## config.mk

```make
export PLATFORM = sky130hd
export DESIGN_NAME = frontend_top
export DESIGN_NICKNAME = d
export VERILOG_FILES = /design/src/rtl/fe_pkg.sv /design/src/rtl/predecode.sv /design/src/rtl/inst_buffer_bank.sv /design/src/rtl/inst_buffer.sv /design/src/rtl/frontend_top.sv
export SDC_FILE = /design/constraint.sdc
export NUM_CORES = 2
export LEC_CHECK = 0
export ABC_AREA = 1
export CAP_MARGIN = 20
export CORE_MARGIN = 3
export CORE_UTILIZATION = 55
export CTS_CLUSTER_SIZE = 30
export DETAILED_ROUTE_END_ITERATION = 6
export DONT_BUFFER_PORTS = 1
export MAX_ROUTING_LAYER = met4
export PLACE_DENSITY_LB_ADDON = 0.1
export SYNTH_ARGS = -nofsm -noshare
export SYNTH_HDL_FRONTEND = slang
export SYNTH_SLANG_ARGS = --single-unit
```

## constraint.sdc

```tcl
create_clock -name clk -period 16.5 [get_ports clk]
set_input_delay 0.825 -clock clk [delete_from_list [all_inputs] [get_ports clk]]
set_output_delay 0.825 -clock clk [all_outputs]
set_load 0.01 [all_outputs]
```

## src/rtl/fe_pkg.sv

```systemverilog
package fe_pkg;

    // **************************************************
    // Default sizes, overridden from the top level.
    // **************************************************
    localparam int BLOCK_SIZE_DEF  = 8;  // Instruction slots per fetch block.
    localparam int BANK_NUM_DEF    = 4;  // Instruction buffer banks.
    localparam int BANK_DEPTH_DEF  = 4;  // Entries in each bank.
    localparam int FETCH_WIDTH_DEF = 4;  // Instructions handed to decode per cycle.

    // Width of the block index carried with every instruction.
    localparam int IDX_W = 4;

    // **************************************************
    // Opcodes and classes.
    // **************************************************
    // Major opcodes, instruction bits 6 to 0.
    localparam logic [6:0] OPC_JAL    = 7'b1101111;
    localparam logic [6:0] OPC_JALR   = 7'b1100111;
    localparam logic [6:0] OPC_BRANCH = 7'b1100011;

    // Only the jump classes cut a block. Branches are kept apart for
    // prediction logic that sits beside this front end.
    typedef enum logic [1:0] {
        op_jal,
        op_jalr,
        op_branch,
        op_other
    } op_class_e;

    // State of the predecode block register.
    typedef enum logic {
        pd_empty,
        pd_held
    } pd_state_e;

endpackage

```

## src/rtl/predecode.sv

```systemverilog
module predecode #(
    parameter int block_size = fe_pkg::BLOCK_SIZE_DEF
) (
    input  logic                                          clk,
    input  logic                                          rst,
    input  logic                                          redirect,
    input  logic                                          full,
    input  logic                                          fetch_valid,
    input  logic [block_size-1:0][31:0]                   fetch_inst,
    input  logic [$clog2(block_size)-1:0]                 fetch_start,
    input  logic [fe_pkg::IDX_W-1:0]                      fetch_idx,
    input  logic                                          fetch_fault,
    output logic [block_size-1:0]                         pd_en,
    output logic [$clog2(block_size):0]                   pd_num,
    output logic [block_size-1:0][31:0]                   pd_inst,
    output logic [block_size-1:0][$clog2(block_size)-1:0] pd_offset,
    output logic [fe_pkg::IDX_W-1:0]                      pd_idx,
    output logic                                          pd_fault
);
    import fe_pkg::*;

    localparam int off_w = $clog2(block_size);
    localparam int num_w = off_w + 1;

    pd_state_e                   state;
    logic [block_size-1:0][31:0] blk_inst;
    logic [off_w-1:0]            blk_start;
    logic [IDX_W-1:0]            blk_idx;
    logic                        blk_fault;
    logic                        take;
    op_class_e                   cls [block_size];
    logic [block_size-1:0]       keep;
    logic [num_w-1:0]            num_sum;

    assign take = fetch_valid & ~full;

    // **************************************************
    // Block register.
    // **************************************************
    always_ff @(posedge clk or negedge rst) begin
        if (!rst) begin
            state <= pd_empty;
        end else if (redirect) begin
            state <= pd_empty;
        end else if (take) begin
            state <= pd_held;
        end else if (!full) begin
            state <= pd_empty;  // Group went into the buffer.
        end
    end

    always_ff @(posedge clk) begin
        if (take) begin
            blk_inst  <= fetch_inst;
            blk_start <= fetch_start;
            blk_idx   <= fetch_idx;
            blk_fault <= fetch_fault;
        end
    end

    // **************************************************
    // Classify, mask and pack.
    // **************************************************
    always_comb begin
        for (int i = 0; i < block_size; i++) begin
            case (blk_inst[i][6:0])
                OPC_JAL:    cls[i] = op_jal;
                OPC_JALR:   cls[i] = op_jalr;
                OPC_BRANCH: cls[i] = op_branch;
                default:    cls[i] = op_other;
            endcase
        end
    end

    // A slot survives from the start slot up to and including the first jump.
    always_comb begin : keep_mask
        logic cut;
        cut     = 1'b0;
        num_sum = '0;
        for (int i = 0; i < block_size; i++) begin
            keep[i] = (i >= blk_start) && !cut;
            if (keep[i] && (cls[i] == op_jal || cls[i] == op_jalr)) begin
                cut = 1'b1;
            end
            num_sum = num_sum + num_w'(keep[i]);
        end
    end

    // Surviving slots are contiguous, so packing is a shift by the start slot.
    always_comb begin : pack
        logic [num_w-1:0] slot;
        for (int j = 0; j < block_size; j++) begin
            slot         = num_w'(blk_start) + num_w'(j);
            pd_inst[j]   = blk_inst[slot[off_w-1:0]];
            pd_offset[j] = slot[off_w-1:0];
            pd_en[j]     = (state == pd_held) && !slot[off_w] && keep[slot[off_w-1:0]];
        end
    end

    assign pd_num   = (state == pd_held) ? num_sum : '0;
    assign pd_idx   = blk_idx;
    assign pd_fault = blk_fault;

endmodule

```

## src/rtl/inst_buffer_bank.sv

```systemverilog
module inst_buffer_bank #(
    parameter int width      = 32,
    parameter int wport      = 2,
    parameter int bank_depth = 4
) (
    input  logic                                       clk,
    input  logic                                       rst,
    input  logic [wport-1:0]                           we,
    input  logic [wport-1:0][width-1:0]                din,
    input  logic [wport-1:0][$clog2(bank_depth)-1:0]   waddr,
    input  logic [$clog2(bank_depth)-1:0]              raddr,
    output logic [width-1:0]                           dout
);
    logic [width-1:0] mem [bank_depth];

    assign dout = mem[raddr];  // Read is combinational.

    // Ports never target the same entry in one cycle.
    always_ff @(posedge clk or negedge rst) begin
        if (!rst) begin
            for (int i = 0; i < bank_depth; i++) begin
                mem[i] <= '0;
            end
        end else begin
            for (int p = 0; p < wport; p++) begin
                if (we[p]) begin
                    mem[waddr[p]] <= din[p];
                end
            end
        end
    end

endmodule

```

## src/rtl/inst_buffer.sv

```systemverilog
module inst_buffer #(
    parameter int block_size  = fe_pkg::BLOCK_SIZE_DEF,
    parameter int bank_num    = fe_pkg::BANK_NUM_DEF,
    parameter int bank_depth  = fe_pkg::BANK_DEPTH_DEF,
    parameter int fetch_width = fe_pkg::FETCH_WIDTH_DEF
) (
    input  logic                                           clk,
    input  logic                                           rst,
    input  logic                                           stall,
    input  logic                                           redirect,
    input  logic [block_size-1:0]                          pd_en,
    input  logic [$clog2(block_size):0]                    pd_num,
    input  logic [block_size-1:0][31:0]                    pd_inst,
    input  logic [block_size-1:0][$clog2(block_size)-1:0]  pd_offset,
    input  logic [fe_pkg::IDX_W-1:0]                       pd_idx,
    input  logic                                           pd_fault,
    output logic                                           full,
    output logic [fetch_width-1:0]                         out_en,
    output logic [fetch_width-1:0][31:0]                   out_inst,
    output logic [fetch_width-1:0][$clog2(block_size)-1:0] out_offset,
    output logic [fetch_width-1:0][fe_pkg::IDX_W-1:0]      out_idx,
    output logic [fetch_width-1:0]                         out_fault
);
    import fe_pkg::*;

    localparam int wport  = block_size / bank_num;
    localparam int cap    = bank_num * bank_depth;
    localparam int bank_w = $clog2(bank_num);
    localparam int addr_w = $clog2(bank_depth);
    localparam int ptr_w  = $clog2(cap);
    localparam int cnt_w  = ptr_w + 1;
    localparam int off_w  = $clog2(block_size);
    localparam int num_w  = off_w + 1;
    localparam int data_w = 32 + off_w + IDX_W + 1;  // Instruction, slot, index, fault.

    logic [ptr_w-1:0]                              head;
    logic [ptr_w-1:0]                              tail;
    logic [cnt_w-1:0]                              count;
    logic [cnt_w:0]                                need;
    logic [cnt_w-1:0]                              enq_num;
    logic [cnt_w-1:0]                              deq_num;
    logic [block_size-1:0][data_w-1:0]             in_data;
    logic [bank_num-1:0][wport-1:0]                bank_we;
    logic [bank_num-1:0][wport-1:0][data_w-1:0]    bank_din;
    logic [bank_num-1:0][wport-1:0][addr_w-1:0]    bank_waddr;
    logic [bank_num-1:0][data_w-1:0]               bank_dout;
    logic [bank_num-1:0]                           bank_re;
    logic [bank_num-1:0][addr_w-1:0]               rptr;
    logic [bank_num-1:0][addr_w-1:0]               wptr;
    logic [bank_num-1:0][addr_w-1:0]               wcnt;

    assign need    = {1'b0, count} + {{(cnt_w + 1 - num_w){1'b0}}, pd_num};
    assign full    = need > (cnt_w + 1)'(cap);
    assign enq_num = (pd_en[0] & ~full) ? cnt_w'(pd_num) : '0;
    assign deq_num = stall ? '0 :
                     (count >= cnt_w'(fetch_width)) ? cnt_w'(fetch_width) : count;

    for (genvar j = 0; j < block_size; j++) begin : g_in
        assign in_data[j] = {pd_fault, pd_idx, pd_offset[j], pd_inst[j]};
    end

    // **************************************************
    // Banks. Lane j lands in bank (tail + j) mod bank_num.
    // **************************************************
    for (genvar b = 0; b < bank_num; b++) begin : g_bank
        logic [bank_w-1:0] wr_lane;
        logic [bank_w-1:0] rd_lane;

        assign wr_lane = bank_w'(b) - tail[bank_w-1:0];
        assign rd_lane = bank_w'(b) - head[bank_w-1:0];

        // Lanes are contiguous, so port p writes only if ports below it do.
        for (genvar p = 0; p < wport; p++) begin : g_port
            assign bank_we[b][p]    = pd_en[p * bank_num + wr_lane] & ~full;
            assign bank_din[b][p]   = in_data[p * bank_num + wr_lane];
            assign bank_waddr[b][p] = wptr[b] + addr_w'(p);
        end

        assign bank_re[b] = ~stall && (rd_lane < fetch_width) && (count > cnt_w'(rd_lane));

        inst_buffer_bank #(
            .width      (data_w),
            .wport      (wport),
            .bank_depth (bank_depth)
        ) u_bank (
            .clk   (clk),
            .rst   (rst),
            .we    (bank_we[b]),
            .din   (bank_din[b]),
            .waddr (bank_waddr[b]),
            .raddr (rptr[b]),
            .dout  (bank_dout[b])
        );
    end

    always_comb begin
        for (int b = 0; b < bank_num; b++) begin
            wcnt[b] = '0;
            for (int p = 0; p < wport; p++) begin
                wcnt[b] = wcnt[b] + addr_w'(bank_we[b][p]);
            end
        end
    end

    // **************************************************
    // Decode lanes, read from the head bank upward.
    // **************************************************
    for (genvar i = 0; i < fetch_width; i++) begin : g_out
        logic [bank_w-1:0] rd_bank;
        logic [data_w-1:0] lane_data;

        assign rd_bank       = head[bank_w-1:0] + bank_w'(i);
        assign lane_data     = bank_dout[rd_bank];
        assign out_en[i]     = count > cnt_w'(i);
        assign out_inst[i]   = lane_data[31:0];
        assign out_offset[i] = lane_data[32 +: off_w];
        assign out_idx[i]    = lane_data[32 + off_w +: IDX_W];
        assign out_fault[i]  = lane_data[data_w-1];
    end

    always_ff @(posedge clk or negedge rst) begin
        if (!rst) begin
            head  <= '0;
            tail  <= '0;
            count <= '0;
            rptr  <= '0;
            wptr  <= '0;
        end else if (redirect) begin
            head  <= '0;  // Redirect drops everything queued.
            tail  <= '0;
            count <= '0;
            rptr  <= '0;
            wptr  <= '0;
        end else begin
            count <= count + enq_num - deq_num;
            head  <= head + deq_num[ptr_w-1:0];
            tail  <= tail + enq_num[ptr_w-1:0];
            for (int b = 0; b < bank_num; b++) begin
                rptr[b] <= rptr[b] + addr_w'(bank_re[b]);
                wptr[b] <= wptr[b] + wcnt[b];
            end
        end
    end

endmodule

```

## src/rtl/frontend_top.sv

```systemverilog
module frontend_top #(
    parameter int block_size  = fe_pkg::BLOCK_SIZE_DEF,
    parameter int bank_num    = fe_pkg::BANK_NUM_DEF,
    parameter int bank_depth  = fe_pkg::BANK_DEPTH_DEF,
    parameter int fetch_width = fe_pkg::FETCH_WIDTH_DEF
) (
    input  logic                                           clk,
    input  logic                                           rst,
    input  logic                                           fetch_valid,
    input  logic [block_size-1:0][31:0]                    fetch_inst,
    input  logic [$clog2(block_size)-1:0]                  fetch_start,
    input  logic [fe_pkg::IDX_W-1:0]                       fetch_idx,
    input  logic                                           fetch_fault,
    input  logic                                           stall,
    input  logic                                           redirect,
    output logic                                           full,
    output logic [fetch_width-1:0]                         out_en,
    output logic [fetch_width-1:0][31:0]                   out_inst,
    output logic [fetch_width-1:0][$clog2(block_size)-1:0] out_offset,
    output logic [fetch_width-1:0][fe_pkg::IDX_W-1:0]      out_idx,
    output logic [fetch_width-1:0]                         out_fault
);
    import fe_pkg::*;

    // Packed group from predecode to the buffer.
    logic [block_size-1:0]                         pd_en;
    logic [$clog2(block_size):0]                   pd_num;
    logic [block_size-1:0][31:0]                   pd_inst;
    logic [block_size-1:0][$clog2(block_size)-1:0] pd_offset;
    logic [IDX_W-1:0]                              pd_idx;
    logic                                          pd_fault;

    predecode #(
        .block_size (block_size)
    ) u_predecode (
        .clk         (clk),
        .rst         (rst),
        .redirect    (redirect),
        .full        (full),
        .fetch_valid (fetch_valid),
        .fetch_inst  (fetch_inst),
        .fetch_start (fetch_start),
        .fetch_idx   (fetch_idx),
        .fetch_fault (fetch_fault),
        .pd_en       (pd_en),
        .pd_num      (pd_num),
        .pd_inst     (pd_inst),
        .pd_offset   (pd_offset),
        .pd_idx      (pd_idx),
        .pd_fault    (pd_fault)
    );

    inst_buffer #(
        .block_size  (block_size),
        .bank_num    (bank_num),
        .bank_depth  (bank_depth),
        .fetch_width (fetch_width)
    ) u_inst_buffer (
        .clk        (clk),
        .rst        (rst),
        .stall      (stall),
        .redirect   (redirect),
        .pd_en      (pd_en),
        .pd_num     (pd_num),
        .pd_inst    (pd_inst),
        .pd_offset  (pd_offset),
        .pd_idx     (pd_idx),
        .pd_fault   (pd_fault),
        .full       (full),
        .out_en     (out_en),
        .out_inst   (out_inst),
        .out_offset (out_offset),
        .out_idx    (out_idx),
        .out_fault  (out_fault)
    );

endmodule

```

==> flow_metrics.tcl <==
set metrics [dict create \
    status "finished, violations left" \
    violations "DRC" \
    dpl.hpwl_um 196900 \
    num-fill-cells 11830 \
    cts-root-buf "clkbuf_16" \
    synth_most_common_cell "nand2_1" \
    area_growth_pct 5.543 \
    worstPathRequired_ns 17.17 \
    rows 127 \
    yosys_warnings 0 \
    p_leak_uw 0.03584 \
    timing.final.crit_share 0.5818 \
    pre_cts_ws_ns 7.053 \
    wirelength_um 285800 \
    fp.dieH_um 356.4 \
    multi_input_comb_area_um2 36450 \
    io_buffer_count 0 \
    io_pins 434 \
    min_period_ns 9.599 \
    drive_gt1_frac 0.04815 \
    vdd_drop_max_uv 136.2 \
    setup_viol 0 \
    cp_slowest_cell "nor2_4" \
    startpoint_type "register" \
    power.density_nw_per_um2 219.0 \
    ant_nets 0 \
    cp-end-kind "register" \
    grt_pass1_vias 63810 \
    wl_per_cell_um 24.42 \
    grt_antenna_before_repair 19 \
    clockBufferDepth 3 \
    synth_fp_nets 10830 \
    cts_made_buffers 105 \
    grt_pass1_wl_um 420900 \
    tritoncts "built" \
    hp-class "in -> reg" \
    ff_latch_area_um2 24610 \
    drc_errors 4 \
    drt_iter0_drc 10720 \
    ys_ff_latch 930 \
    cp_max_fo 54 \
    netlist-cell-type-count 50 \
    clkSinkCount 930 \
    grt.total_usage 0.4528 \
    async_reset_ff_frac 0.7161 \
    post_cts_buffers 0 \
    clk_pin_slew_ns 0.07 \
    seq_area_frac_synth 0.3641 \
    worst-setup-path-type "reg -> reg" \
    netlist_instances 10520 \
    die_w_um 356.4 \
    yosysTopAreaCellShare 0.2468 \
    ys.flop_type "dfrtp_1" \
    synthTopCellsByCount "4119 x nand2_1, 1436 x nand3_1, 1379 x o21ai_0" \
    hold_viol_final 0 \
    cp_top_family "adder cells" \
    initial_core_util 0.5585 \
    rsz0062_at_grt "false" \
    synth_edf_count 264 \
    clk-insertion-delay-late_ns 0.75 \
    arrival_ns 10.26 \
    tightest_slew_ns 1.287 \
    synth_area_per_cell_um2 6.421 \
    fmax_mhz 104.2 \
    fin_setup_tns_ns 0 \
    final_nets 10300 \
    grt_start_max_net_pins 667 \
    hold_ws_ns 0.1567 \
    max_cap_viol_count 0 \
    slowest_delay_ns 0.85 \
    post_cts_resized 0 \
    routabilityCongestion 1.004 \
    first_pass_iters 7 \
    htreeDepth 3 \
    die_area_um2 127000 \
    synth_area_leaders "dfrtp_1 25%, nand2_1 23%, edfxtp_1 12%" \
    vias_per_cell 6.126 \
    crit_buf_inv 8 \
    synth_area_um2 67540 \
    synth_area_leader_cell "dfrtp_1" \
    clock_skew_ns 0.03373 \
    coreArea_um2 120900 \
    drv_slew 0 \
    timing.final.ws_setup_ns 6.901 \
    grt_overflow 0 \
    routed-via-count 71700 \
    slew_headroom 0.1330 \
]
==> layer usage <==
metal / vias to the layer above / global-route usage / wire length (µm)
met3: 852 / 0.1178 / 35090
met5: - / - / 0
li1: 33220 / - / -
met1: 33080 / 0.5681 / 107200
met4: 0 / 0.3203 / 25360
met2: 4548 / 0.6333 / 118100
==> metrics by stage <==
| step | cells | util | total power, µW | instance area (µm²) |
|---|---|---|---|---|
| final | 11710 | 0.5895 | 15610 | 71280 |
| after global routing | 11700 | 0.5894 | 16520 | 71270 |
| after CTS | 11680 | 0.5877 | 15270 | 71070 |
| after detailed placement | 11480 | 0.5576 | 12720 | 67420 |
| after global placement | 11470 | 0.5574 | 12560 | 67400 |
| after floorplan | 10520 | - | 9385 | 67540 |
==> area by class of cell <==
type                            count  share of cell area
Multi-Input combinational cell   7953              0.5114
Sequential cell                   930              0.3453
Inverter                          820             0.04371
Clock buffer                      138             0.04030
Tap cell                         1612             0.02830
Timing Repair Buffer              171             0.01980
Clock inverter                     61             0.01053
Antenna cell                       20           0.0007021
==> registers in the layout (all words and copies together) (netlist names) <==
signal / count
u_inst_buffer.tail: 2
u_predecode.pd_idx: 4
u_predecode.state: 1
u_predecode.blk_start: 3
u_predecode.blk_inst: 256
u_inst_buffer.g_bank.u_bank.mem: 640
u_inst_buffer.wptr: 8
u_predecode.pd_fault: 1
u_inst_buffer.head: 2
u_inst_buffer.count: 5
u_inst_buffer.rptr: 8
==> placed cells by master, fill, tap and decap left out, types with 106 or more instances in the layout <==
cell type  instances
a21oi_1          281
nand2_1         4116
mux2i_1          119
o21ai_1          120
buf_4            158
nand3_1         1434
inv_1            785
dfrtp_1          658
o21ai_0         1375
edfxtp_1         264
nor2_1           116
clkbuf_16        106
==> cell families after synthesis <==
group / synth area share
other: 0.00005552
AO/OA/AOI/OAI: 0.1492
AND/OR/NAND/NOR: 0.3587
buffers and inverters: 0.09800
XOR/XNOR: 0.001667
flip-flops: 0.3641
multiplexers: 0.01830
adder cells (fa/ha/maj): 0.009967
==> where the power goes <==
group	internal [µW]	switching (µW)	total, µW
Combinational	2210	7160	9370
Sequential	3230	493	3720
Clock	1450	1060	2510
Total	6900	8710	15600
==> final timing paths <==
path / slack (ns) / endpoint / start / cells past startpoint
worst min-delay path: 0.16 / u_inst_buffer.rptr[0] / redirect / 1
max in group asynchronous: 14.00 / u_inst_buffer.g_bank[1].u_bank.mem[21] / rst / 4
worst min register to register: 0.51 / u_inst_buffer.rptr[7] / u_inst_buffer.rptr[7] / 1
min in group asynchronous: 0.58 / u_inst_buffer.count[3] / rst / 2
worst max register to register: 6.90 / u_inst_buffer.g_bank[2].u_bank.mem[37] / u_predecode.blk_start[1] / 31
worst max-delay path: 6.90 / u_inst_buffer.g_bank[2].u_bank.mem[37] / u_predecode.blk_start[1] / 31
==> worst reg2reg max path, delay by kind of cell, from the launching register on <==
family                     cells  cell delay, ns
DFF                            1            0.36
AOI/OAI and AO/OA              5            0.94
buffers and inverters          8            2.82
adders and majority gates      7            2.72
xor gates and xnor gates       1            0.11
and+or+nand+nor               10            2.56
==> repair_timing <==
item                                   CTS  global route
hold buffers                             1             1
endpoints found under the hold margin  666            28
setup endpoints to repair                0             0
Power figures use the tool's default switching activity.
